File: src/rtl/trace_pkg.sv
//----------------------------------------
// Trace package
// Widths, CSR bit offsets and the entry
// types shared by the trace generator
//----------------------------------------

package trace_pkg;

    // Widths
    localparam int XLEN    = 32;
    localparam int GPR_AW  = 5;
    localparam int EC_W    = 4;
    localparam int STAMP_W = 32;

    // mstatus fields
    localparam int         MSTATUS_MIE_BIT  = 3;
    localparam int         MSTATUS_MPIE_BIT = 7;
    localparam int         MSTATUS_MPP_LSB  = 11;
    localparam logic [1:0] MSTATUS_MPP_VAL  = 2'b11;  // Machine mode only

    // Same offsets in mie and mip
    localparam int MI_MS_BIT = 3;
    localparam int MI_MT_BIT = 7;
    localparam int MI_ME_BIT = 11;

    typedef enum logic [1:0] {
        EV_NONE = 2'd0,
        EV_EXC  = 2'd1,
        EV_IRQ  = 2'd2,
        EV_WAKE = 2'd3
    } trace_event_e;

    // What a record carries
    typedef enum logic [2:0] {
        REG_NONE    = 3'd0,
        REG_GPR     = 3'd1,
        REG_MSTATUS = 3'd2,
        REG_MEPC    = 3'd3,
        REG_MCAUSE  = 3'd4,
        REG_MTVAL   = 3'd5,
        REG_MIP     = 3'd6,
        REG_MIE     = 3'd7
    } trace_reg_e;

    // Raw CSR bits from the core
    typedef struct packed {
        logic            mstatus_mie;
        logic            mstatus_mpie;
        logic            mie_meie;
        logic            mie_mtie;
        logic            mie_msie;
        logic            mip_meip;
        logic            mip_mtip;
        logic            mip_msip;
        logic [XLEN-1:1] mepc;
        logic            mcause_irq;
        logic [EC_W-1:0] mcause_ec;
        logic [XLEN-1:0] mtval;
    } csr_bits_s;

    typedef struct packed {
        logic [STAMP_W-1:0] stamp;
        trace_event_e       ev;
        logic [XLEN-1:0]    pc;
        logic [XLEN-1:0]    instr;
        logic [XLEN-1:0]    npc;
        logic               gpr_wr;
        logic [GPR_AW-1:0]  gpr_addr;
        logic [XLEN-1:0]    gpr_data;
        logic [XLEN-1:0]    mstatus;
        logic [XLEN-1:0]    mepc;
        logic [XLEN-1:0]    mcause;
        logic [XLEN-1:0]    mtval;
        logic [XLEN-1:0]    mip;
        logic [XLEN-1:0]    mie;
    } trace_entry_s;

endpackage : trace_pkg

File: src/rtl/trace_capture.sv
//----------------------------------------
// Trace capture
// Stamps each update cycle, classifies the
// event and snapshots PC and CSR words
//----------------------------------------

`timescale 1ns/100ps

module trace_capture import trace_pkg::*; (
    input  logic              clk,
    input  logic              rst_n,
    input  logic              pc_update_en_i,
    input  logic [XLEN-1:0]   pc_update_i,
    input  logic [XLEN-1:0]   instr_i,
    input  logic              gpr_wr_en_i,
    input  logic [GPR_AW-1:0] gpr_wr_addr_i,
    input  logic [XLEN-1:0]   gpr_wr_data_i,
    input  csr_bits_s         csr_i,
    input  logic              e_exc_i,
    input  logic              e_irq_i,
    input  logic              e_wake_i,
    output logic              push_o,
    output trace_entry_s      entry_o
);

    logic               update;
    logic [STAMP_W-1:0] cycle_cnt;
    logic [XLEN-1:0]    npc_q;
    logic               push_q;
    trace_entry_s       entry_q;
    trace_event_e       event_d;
    logic [XLEN-1:0]    mstatus_w;
    logic [XLEN-1:0]    mepc_w;
    logic [XLEN-1:0]    mcause_w;
    logic [XLEN-1:0]    mip_w;
    logic [XLEN-1:0]    mie_w;

    assign update = pc_update_en_i | gpr_wr_en_i;

    always_ff @(posedge clk) begin
        if (!rst_n) begin
            cycle_cnt <= '0;  // Zero in first cycle out of reset
        end else begin
            cycle_cnt <= cycle_cnt + 1'b1;
        end
    end

    // Exception wins over interrupt, interrupt over wake
    always_comb begin
        if (e_exc_i) begin
            event_d = EV_EXC;
        end else if (e_irq_i) begin
            event_d = EV_IRQ;
        end else if (e_wake_i) begin
            event_d = EV_WAKE;
        end else begin
            event_d = EV_NONE;
        end
    end

    //----------------------------------------
    // CSR word packing
    //----------------------------------------
    always_comb begin
        mstatus_w = '0;
        mstatus_w[MSTATUS_MIE_BIT]  = csr_i.mstatus_mie;
        mstatus_w[MSTATUS_MPIE_BIT] = csr_i.mstatus_mpie;
        mstatus_w[MSTATUS_MPP_LSB+1:MSTATUS_MPP_LSB] = MSTATUS_MPP_VAL;

        mepc_w = {csr_i.mepc, 1'b0};

        mcause_w = '0;
        mcause_w[XLEN-1]   = csr_i.mcause_irq;
        mcause_w[EC_W-1:0] = csr_i.mcause_ec;

        mip_w = '0;
        mip_w[MI_MS_BIT] = csr_i.mip_msip;
        mip_w[MI_MT_BIT] = csr_i.mip_mtip;
        mip_w[MI_ME_BIT] = csr_i.mip_meip;

        mie_w = '0;
        mie_w[MI_MS_BIT] = csr_i.mie_msie;
        mie_w[MI_MT_BIT] = csr_i.mie_mtie;
        mie_w[MI_ME_BIT] = csr_i.mie_meie;
    end

    always_ff @(posedge clk) begin
        if (!rst_n) begin
            push_q <= 1'b0;
            npc_q  <= '0;
        end else begin
            push_q <= update;
            if (update) begin
                npc_q <= pc_update_i;
            end
        end
    end

    // Entry payload held until the next update
    always_ff @(posedge clk) begin
        if (update) begin
            entry_q.stamp    <= cycle_cnt;
            entry_q.ev       <= event_d;
            entry_q.pc       <= npc_q;        // PC chains from the last npc
            entry_q.instr    <= instr_i;
            entry_q.npc      <= pc_update_i;
            entry_q.gpr_wr   <= gpr_wr_en_i;
            entry_q.gpr_addr <= gpr_wr_addr_i;
            entry_q.gpr_data <= gpr_wr_data_i;
            entry_q.mstatus  <= mstatus_w;
            entry_q.mepc     <= mepc_w;
            entry_q.mcause   <= mcause_w;
            entry_q.mtval    <= csr_i.mtval;
            entry_q.mip      <= mip_w;
            entry_q.mie      <= mie_w;
        end
    end

    assign push_o  = push_q;
    assign entry_o = entry_q;

    // A pushed entry carries the stamp of its update cycle
    a_push_stamp : assert property (@(posedge clk) disable iff (!rst_n)
        push_o |-> (entry_o.stamp == cycle_cnt - 1'b1));

endmodule : trace_capture

File: src/rtl/trace_fifo.sv
//----------------------------------------
// Trace entry FIFO
// Circular buffer, drops on full and keeps
// a sticky overflow flag
//----------------------------------------

`timescale 1ns/100ps

module trace_fifo import trace_pkg::*; #(
    parameter int FIFO_DEPTH = 4
) (
    input  logic         clk,
    input  logic         rst_n,
    input  logic         push_i,
    input  trace_entry_s entry_i,
    input  logic         pop_i,
    output logic         not_empty_o,
    output trace_entry_s head_o,
    output logic         overflow_o
);

    localparam int PTR_W = (FIFO_DEPTH > 1) ? $clog2(FIFO_DEPTH) : 1;
    localparam int CNT_W = $clog2(FIFO_DEPTH + 1);

    trace_entry_s     mem [FIFO_DEPTH];
    logic [PTR_W-1:0] wr_ptr;
    logic [PTR_W-1:0] rd_ptr;
    logic [CNT_W-1:0] count;
    logic             full;
    logic             wr_en;
    logic             rd_en;
    logic             overflow_q;

    assign full  = (count == CNT_W'(FIFO_DEPTH));
    assign wr_en = push_i && !full;
    assign rd_en = pop_i && (count != '0);

    always_ff @(posedge clk) begin
        if (!rst_n) begin
            wr_ptr     <= '0;
            rd_ptr     <= '0;
            count      <= '0;
            overflow_q <= 1'b0;
        end else begin
            if (wr_en) begin
                wr_ptr <= (wr_ptr == PTR_W'(FIFO_DEPTH - 1)) ? '0 : wr_ptr + 1'b1;
            end
            if (rd_en) begin
                rd_ptr <= (rd_ptr == PTR_W'(FIFO_DEPTH - 1)) ? '0 : rd_ptr + 1'b1;
            end
            if (wr_en && !rd_en) begin
                count <= count + 1'b1;
            end else if (rd_en && !wr_en) begin
                count <= count - 1'b1;
            end
            if (push_i && full) begin
                overflow_q <= 1'b1;  // Sticky until reset
            end
        end
    end

    always_ff @(posedge clk) begin
        if (wr_en) begin
            mem[wr_ptr] <= entry_i;
        end
    end

    assign not_empty_o = (count != '0);
    assign head_o      = mem[rd_ptr];
    assign overflow_o  = overflow_q;

    // The sequencer must only pop a live entry
    a_no_pop_empty : assert property (@(posedge clk) disable iff (!rst_n)
        pop_i |-> not_empty_o);

    a_count_bound : assert property (@(posedge clk) disable iff (!rst_n)
        count <= CNT_W'(FIFO_DEPTH));

endmodule : trace_fifo

File: src/rtl/trace_record_seq.sv
//----------------------------------------
// Trace record sequencer
// Expands the head entry into its records,
// one per clock, and pops it when done
//----------------------------------------

`timescale 1ns/100ps

module trace_record_seq import trace_pkg::*; (
    input  logic               clk,
    input  logic               rst_n,
    input  logic               not_empty_i,
    input  trace_entry_s       head_i,
    output logic               pop_o,
    output logic               rec_valid_o,
    output logic [STAMP_W-1:0] rec_stamp_o,
    output trace_event_e       rec_event_o,
    output logic [XLEN-1:0]    rec_pc_o,
    output logic [XLEN-1:0]    rec_instr_o,
    output logic [XLEN-1:0]    rec_npc_o,
    output trace_reg_e         rec_reg_o,
    output logic [GPR_AW-1:0]  rec_gpr_addr_o,
    output logic [XLEN-1:0]    rec_value_o
);

    // State is the record being emitted
    typedef enum logic [3:0] {
        ST_IDLE,
        ST_GPR,
        ST_NONE,
        ST_MSTATUS,
        ST_MEPC,
        ST_MCAUSE,
        ST_MTVAL,
        ST_MIP,
        ST_MIE
    } seq_state_e;

    seq_state_e state_q;
    seq_state_e state_d;
    seq_state_e first_st;
    logic       last_rec;

    //----------------------------------------
    // First record of the head entry
    //----------------------------------------
    always_comb begin
        case (head_i.ev)
            EV_EXC, EV_IRQ: begin
                first_st = ST_MSTATUS;
            end
            EV_WAKE: begin
                first_st = (|(head_i.mip & head_i.mie)) ? ST_MIP : ST_NONE;
            end
            default: begin
                first_st = (head_i.gpr_wr && head_i.gpr_addr != '0) ? ST_GPR : ST_NONE;
            end
        endcase
    end

    always_comb begin
        state_d = state_q;
        case (state_q)
            ST_IDLE:    if (not_empty_i) state_d = first_st;
            ST_MSTATUS: state_d = ST_MEPC;
            ST_MEPC:    state_d = ST_MCAUSE;
            ST_MCAUSE:  state_d = ST_MTVAL;
            ST_MIP:     state_d = ST_MIE;
            default:    state_d = ST_IDLE;  // Last record of an entry
        endcase
    end

    always_ff @(posedge clk) begin
        if (!rst_n) begin
            state_q <= ST_IDLE;
        end else begin
            state_q <= state_d;
        end
    end

    assign last_rec = (state_q == ST_GPR) || (state_q == ST_NONE) ||
                      (state_q == ST_MTVAL) || (state_q == ST_MIE);

    assign rec_valid_o = (state_q != ST_IDLE);
    assign pop_o       = last_rec;

    // Common fields come straight from the head
    assign rec_stamp_o = head_i.stamp;
    assign rec_event_o = head_i.ev;
    assign rec_pc_o    = head_i.pc;
    assign rec_instr_o = head_i.instr;
    assign rec_npc_o   = head_i.npc;

    //----------------------------------------
    // Per-record register and value
    //----------------------------------------
    always_comb begin
        rec_reg_o      = REG_NONE;
        rec_gpr_addr_o = '0;
        rec_value_o    = '0;
        case (state_q)
            ST_GPR: begin
                rec_reg_o      = REG_GPR;
                rec_gpr_addr_o = head_i.gpr_addr;
                rec_value_o    = head_i.gpr_data;
            end
            ST_MSTATUS: begin
                rec_reg_o   = REG_MSTATUS;
                rec_value_o = head_i.mstatus;
            end
            ST_MEPC: begin
                rec_reg_o   = REG_MEPC;
                rec_value_o = head_i.mepc;
            end
            ST_MCAUSE: begin
                rec_reg_o   = REG_MCAUSE;
                rec_value_o = head_i.mcause;
            end
            ST_MTVAL: begin
                rec_reg_o   = REG_MTVAL;
                rec_value_o = head_i.mtval;
            end
            ST_MIP: begin
                rec_reg_o   = REG_MIP;
                rec_value_o = head_i.mip;
            end
            ST_MIE: begin
                rec_reg_o   = REG_MIE;
                rec_value_o = head_i.mie;
            end
            default: ;  // Idle and empty record
        endcase
    end

    // Records only come from an entry the FIFO still holds
    a_record_live : assert property (@(posedge clk) disable iff (!rst_n)
        rec_valid_o |-> not_empty_i);

endmodule : trace_record_seq

File: src/rtl/trace_top.sv
//----------------------------------------
// Trace generator top level
// Capture, entry FIFO and record sequencer
//----------------------------------------

`timescale 1ns/100ps

module trace_top import trace_pkg::*; #(
    parameter int FIFO_DEPTH = 4
) (
    input  logic               clk,
    input  logic               rst_n,
    input  logic               pc_update_en_i,
    input  logic [XLEN-1:0]    pc_update_i,
    input  logic [XLEN-1:0]    instr_i,
    input  logic               gpr_wr_en_i,
    input  logic [GPR_AW-1:0]  gpr_wr_addr_i,
    input  logic [XLEN-1:0]    gpr_wr_data_i,
    input  logic               mstatus_mie_i,
    input  logic               mstatus_mpie_i,
    input  logic               mie_meie_i,
    input  logic               mie_mtie_i,
    input  logic               mie_msie_i,
    input  logic               mip_meip_i,
    input  logic               mip_mtip_i,
    input  logic               mip_msip_i,
    input  logic [XLEN-1:1]    mepc_i,
    input  logic               mcause_irq_i,
    input  logic [EC_W-1:0]    mcause_ec_i,
    input  logic [XLEN-1:0]    mtval_i,
    input  logic               e_exc_i,
    input  logic               e_irq_i,
    input  logic               e_wake_i,
    output logic               rec_valid_o,
    output logic [STAMP_W-1:0] rec_stamp_o,
    output trace_event_e       rec_event_o,
    output logic [XLEN-1:0]    rec_pc_o,
    output logic [XLEN-1:0]    rec_instr_o,
    output logic [XLEN-1:0]    rec_npc_o,
    output trace_reg_e         rec_reg_o,
    output logic [GPR_AW-1:0]  rec_gpr_addr_o,
    output logic [XLEN-1:0]    rec_value_o,
    output logic               overflow_o
);

    csr_bits_s    csr_bits;
    logic         push;
    trace_entry_s push_entry;
    logic         pop;
    logic         not_empty;
    trace_entry_s head;

    // Group the loose CSR inputs
    assign csr_bits = '{
        mstatus_mie:  mstatus_mie_i,
        mstatus_mpie: mstatus_mpie_i,
        mie_meie:     mie_meie_i,
        mie_mtie:     mie_mtie_i,
        mie_msie:     mie_msie_i,
        mip_meip:     mip_meip_i,
        mip_mtip:     mip_mtip_i,
        mip_msip:     mip_msip_i,
        mepc:         mepc_i,
        mcause_irq:   mcause_irq_i,
        mcause_ec:    mcause_ec_i,
        mtval:        mtval_i
    };

    trace_capture capture_i (
        .clk            (clk),
        .rst_n          (rst_n),
        .pc_update_en_i (pc_update_en_i),
        .pc_update_i    (pc_update_i),
        .instr_i        (instr_i),
        .gpr_wr_en_i    (gpr_wr_en_i),
        .gpr_wr_addr_i  (gpr_wr_addr_i),
        .gpr_wr_data_i  (gpr_wr_data_i),
        .csr_i          (csr_bits),
        .e_exc_i        (e_exc_i),
        .e_irq_i        (e_irq_i),
        .e_wake_i       (e_wake_i),
        .push_o         (push),
        .entry_o        (push_entry)
    );

    trace_fifo #(
        .FIFO_DEPTH (FIFO_DEPTH)
    ) fifo_i (
        .clk         (clk),
        .rst_n       (rst_n),
        .push_i      (push),
        .entry_i     (push_entry),
        .pop_i       (pop),
        .not_empty_o (not_empty),
        .head_o      (head),
        .overflow_o  (overflow_o)
    );

    trace_record_seq seq_i (
        .clk            (clk),
        .rst_n          (rst_n),
        .not_empty_i    (not_empty),
        .head_i         (head),
        .pop_o          (pop),
        .rec_valid_o    (rec_valid_o),
        .rec_stamp_o    (rec_stamp_o),
        .rec_event_o    (rec_event_o),
        .rec_pc_o       (rec_pc_o),
        .rec_instr_o    (rec_instr_o),
        .rec_npc_o      (rec_npc_o),
        .rec_reg_o      (rec_reg_o),
        .rec_gpr_addr_o (rec_gpr_addr_o),
        .rec_value_o    (rec_value_o)
    );

endmodule : trace_top

File: config.mk
export PLATFORM = sky130hd
export DESIGN_NAME = trace_top
export DESIGN_NICKNAME = d
export VERILOG_FILES = /design/src/rtl/trace_pkg.sv /design/src/rtl/trace_capture.sv /design/src/rtl/trace_fifo.sv /design/src/rtl/trace_record_seq.sv /design/src/rtl/trace_top.sv
export SDC_FILE = /design/constraint.sdc
export NUM_CORES = 1
export LEC_CHECK = 0
export BUFFER_PORTS_ARGS = -buffer_cell sky130_fd_sc_hd__buf_2
export CORE_UTILIZATION = 55
export CTS_CLUSTER_DIAMETER = 60
export DETAILED_ROUTE_END_ITERATION = 7
export PLACE_DENSITY = 0.74
export SYNTH_ARGS = -nofsm -noshare
export SYNTH_HDL_FRONTEND = slang
export SYNTH_SLANG_ARGS = --single-unit
File: constraint.sdc
create_clock -name clk -period 23.5 [get_ports clk]
set_clock_uncertainty 0.2 [all_clocks]
set_input_delay 1.175 -clock clk [delete_from_list [all_inputs] [get_ports clk]]
set_output_delay 1.175 -clock clk [all_outputs]
set_load 0.01 [all_outputs]
==> results.py <==
metrics = {
    "outcome": {
        "status": "completed",
    },
    "cts": {
        "clock_latency_ns": 0.70,
        "clkSinkCount": 1299,
        "clockBufferDepth": 3,
        "h-tree-depth": 4,
        "numCtsBuffers": 131,
        "root_buffer": "clkbuf_16",
        "post_cts.repair.setup_buffers": 0,
        "tritoncts": "done",
        "cts-resized-gates": 0,
        "hold_buffers": 0,
        "cts.clk_slew.worst_paths_ns": 0.06,
    },
    "drt": {
        "avgRoutedWirePerCell_microns": 24.3,
        "postRouteAntennaNets": 0,
        "drtPass1Iterations": 5,
        "num_vias": 21300,
        "viasPerCell": 5.81,
        "remaining_drc_errors": 0,
        "routed_wl_microns": 88900,
        "first_iter_violations": 1697,
    },
    "logic_synthesis": {
        "synthCells": 2050,
        "ys_seq_area_frac": 0.823,
        "ys_types": 52,
        "syn_nets": 2244,
        "ys_warn_count": 0,
        "synth_ff_type": "edfxtp_1",
        "synth_seq_cells": 1299,
        "syn_area_per_cell_sq_um": 22.7,
        "synth-edff-count": 1220,
        "ys_async_sr_fraction": 0,
        "syn_area_sq_mm": 0.0464,
    },
    "cells_and_area": {
        "most-common-layout-cells": "edfxtp_1 (1220), buf_2 (355), mux4_2 (244)",
        "nFillCells": 5469,
        "drive_above_1_share": 0.319,
        "nNetsFinal": 2672,
        "area_growth_pct": 15.3,
        "final_common_cell": "edfxtp_1",
    },
    "placed_design": {
        "hpwl_microns": 49800,
        "placement.io_buffers": 355,
        "place_congestion": 0.758,
    },
    "hold_path": {
        "hold_class": "reg2reg",
    },
    "sta": {
        "post-route-min-period_ns": 6.17,
        "setup_violations": 0,
        "max-slew-margin-rel": 0.0307,
        "rsz0062_at_grt": "no",
        "fmax_mhz": 162,
        "maxSlewViolCount": 0,
        "finalSetupTns_ns": 0,
        "whs_ns": 0.228,
        "hold_viol": 0,
        "period_share": 0.262,
        "tightest_slew_ns": 1.45,
    },
    "pwr": {
        "total_power_mw": 5.64,
        "p_leak_nw": 17.9,
        "irDropWorstVdd_v": 0.0000693,
        "p_per_area_mw_per_mm2": 105,
    },
    "worst_setup_path": {
        "crit_arrival_ns": 4.79,
        "cp_top_family": "buffers and inverters",
        "crit_top_cell": "buf_4",
        "crit_path_max_incr_delay_ns": 1.05,
        "crit_fanout": 55,
        "endpoint_kind": "output port",
        "worstSetupPathType": "reg2out",
        "cp.buffers_inverters": 3,
        "critical_path_required_ns": 22.13,
        "cp_slowest_cell": "dfxtp_4",
        "path_cells": "buf_4 > buf_4 > mux4_2 > a22o_1 > a221o_1 > buf_2",
        "start_kind": "flop",
    },
    "die": {
        "die_x_microns": 293,
        "pin_count": 356,
        "core_area_sq_mm": 0.0836,
        "rows": 106,
        "die-area_sq_mm": 0.0856,
        "die_h_microns": 293,
        "initial_core_util": 0.556,
    },
    "global_route": {
        "grt_pass1_wl_microns": 134000,
        "grt_util_all_layers": 0.211,
        "grt_pass1_vias": 22200,
        "grt_max_degree": 157,
        "antenna_found_initial": 5,
        "grt-ovfl-total": 0,
    },
    "run": {
        "drv_cap": 0,
    },
}
-- path summary, 6_finish.rpt --
check | startpoint | endpoint | slack [ns] | cells after the start
max | flop | rec_value_o[2] | 17.33 | 6
min | capture_i.npc_q[26] | capture_i.entry_o[320] | 0.23 | 0
max reg2reg | fifo_i.count[0] | fifo_i.mem[3][179] | 19.19 | 5
min reg2reg | capture_i.npc_q[26] | capture_i.entry_o[320] | 0.23 | 0
-- worst register-to-register path, cell delays in order, from the launching register on --
cell,delay (ns)
dfxtp_1,0.42
nor2_1,0.09
a21boi_1,0.52
and2_4,0.84
buf_4,0.82
buf_4,0.97
-- synth_stat cells (3+ instances only) --
cell / count / area, sq um
mux4_2: 244 / 5500
a32oi_1: 3 / 26.3
dfxtp_1: 79 / 1580
buf_2: 30 / 150
or3_1: 9 / 56.3
nor3_1: 7 / 35.0
xnor2_1: 18 / 158
and2_1: 10 / 62.6
ha_1: 9 / 113
nand4_1: 3 / 18.8
inv_1: 15 / 56.3
a221o_1: 5 / 50.1
xor2_1: 8 / 70.1
edfxtp_1: 1220 / 36600
o21ai_1: 3 / 15.0
a22o_1: 3 / 26.3
a22oi_1: 27 / 203
nor2_1: 48 / 180
mux2i_1: 8 / 80.1
and4_1: 3 / 26.3
nand2_1: 131 / 492
buf_4: 3 / 22.5
a21oi_1: 50 / 250
nand2b_1: 5 / 31.3
o21ai_0: 7 / 35.0
clkbuf_1: 48 / 180
nand3_1: 12 / 60.1
and3_1: 3 / 18.8
nor4_1: 13 / 81.3
-- area by class of cell --
cell class,instances,area (sq um),area share
sequential,1299,38200,0.714
multi-input combinational,651,7840,0.146
clock buffer,174,3580,0.0669
timing repair buffer,379,1990,0.0373
tap,1080,1350,0.0252
clock inverter,57,463,0.00865
inverter,16,67.6,0.00126
antenna,7,17.5,0.000327
-- through the flow --
stage          cell area, sq um  setup slack, ns  instances   util
3_5_place_dp              49500            17.82       3425  0.592
6_report                  53500            17.33       3663  0.641
2_1_floorplan             46400            14.44       2050      -
5_1_grt                   53500            16.82       3659  0.641
4_1_cts                   53500            17.04       3656  0.641
3_3_place_gp              49500            17.86       3425  0.592
-- layer usage --
metal,track usage,share of wire,up-vias
li1,-,-,9296
met1,0.285,0.40,11100
met2,0.345,0.51,744
met3,0.0437,0.067,149
met4,0.0729,0.026,0
met5,0,0,-
-- power by group --
| group | leakage [nW] | internal (mW) | switching (mW) |
|---|---|---|---|
| Combinational | 3.80 | 0.392 | 0.453 |
| Sequential | 12.1 | 2.74 | 0.0964 |
| Clock | 1.99 | 1.14 | 0.823 |
-- cell families (layout without fill, tap and decap cells) --
kind of cell    Yosys count  after routing  share of synthesized area
fa+ha+maj                10             10                    0.00286
compound gates          107            107                     0.0147
flops                  1299           1299                      0.823
xor+xnor                 26             26                    0.00490
other cells               0              7                          0
mux                     252            252                      0.120
buf+inv                 100            626                    0.00929
simple gates            256            256                     0.0254
-- registers in the layout, indices dropped and copies added, names as in the netlist, named ones only --
name                 cells
capture_i.cycle_cnt     32
capture_i.entry_o      244
fifo_i.wr_ptr            2
seq_i.state_q            4
capture_i.npc_q         32
fifo_i.count             3
fifo_i.overflow_o        1
fifo_i.rd_ptr            2
fifo_i.mem             976
capture_i.push_o         1
Power figures use the tool's default switching activity.
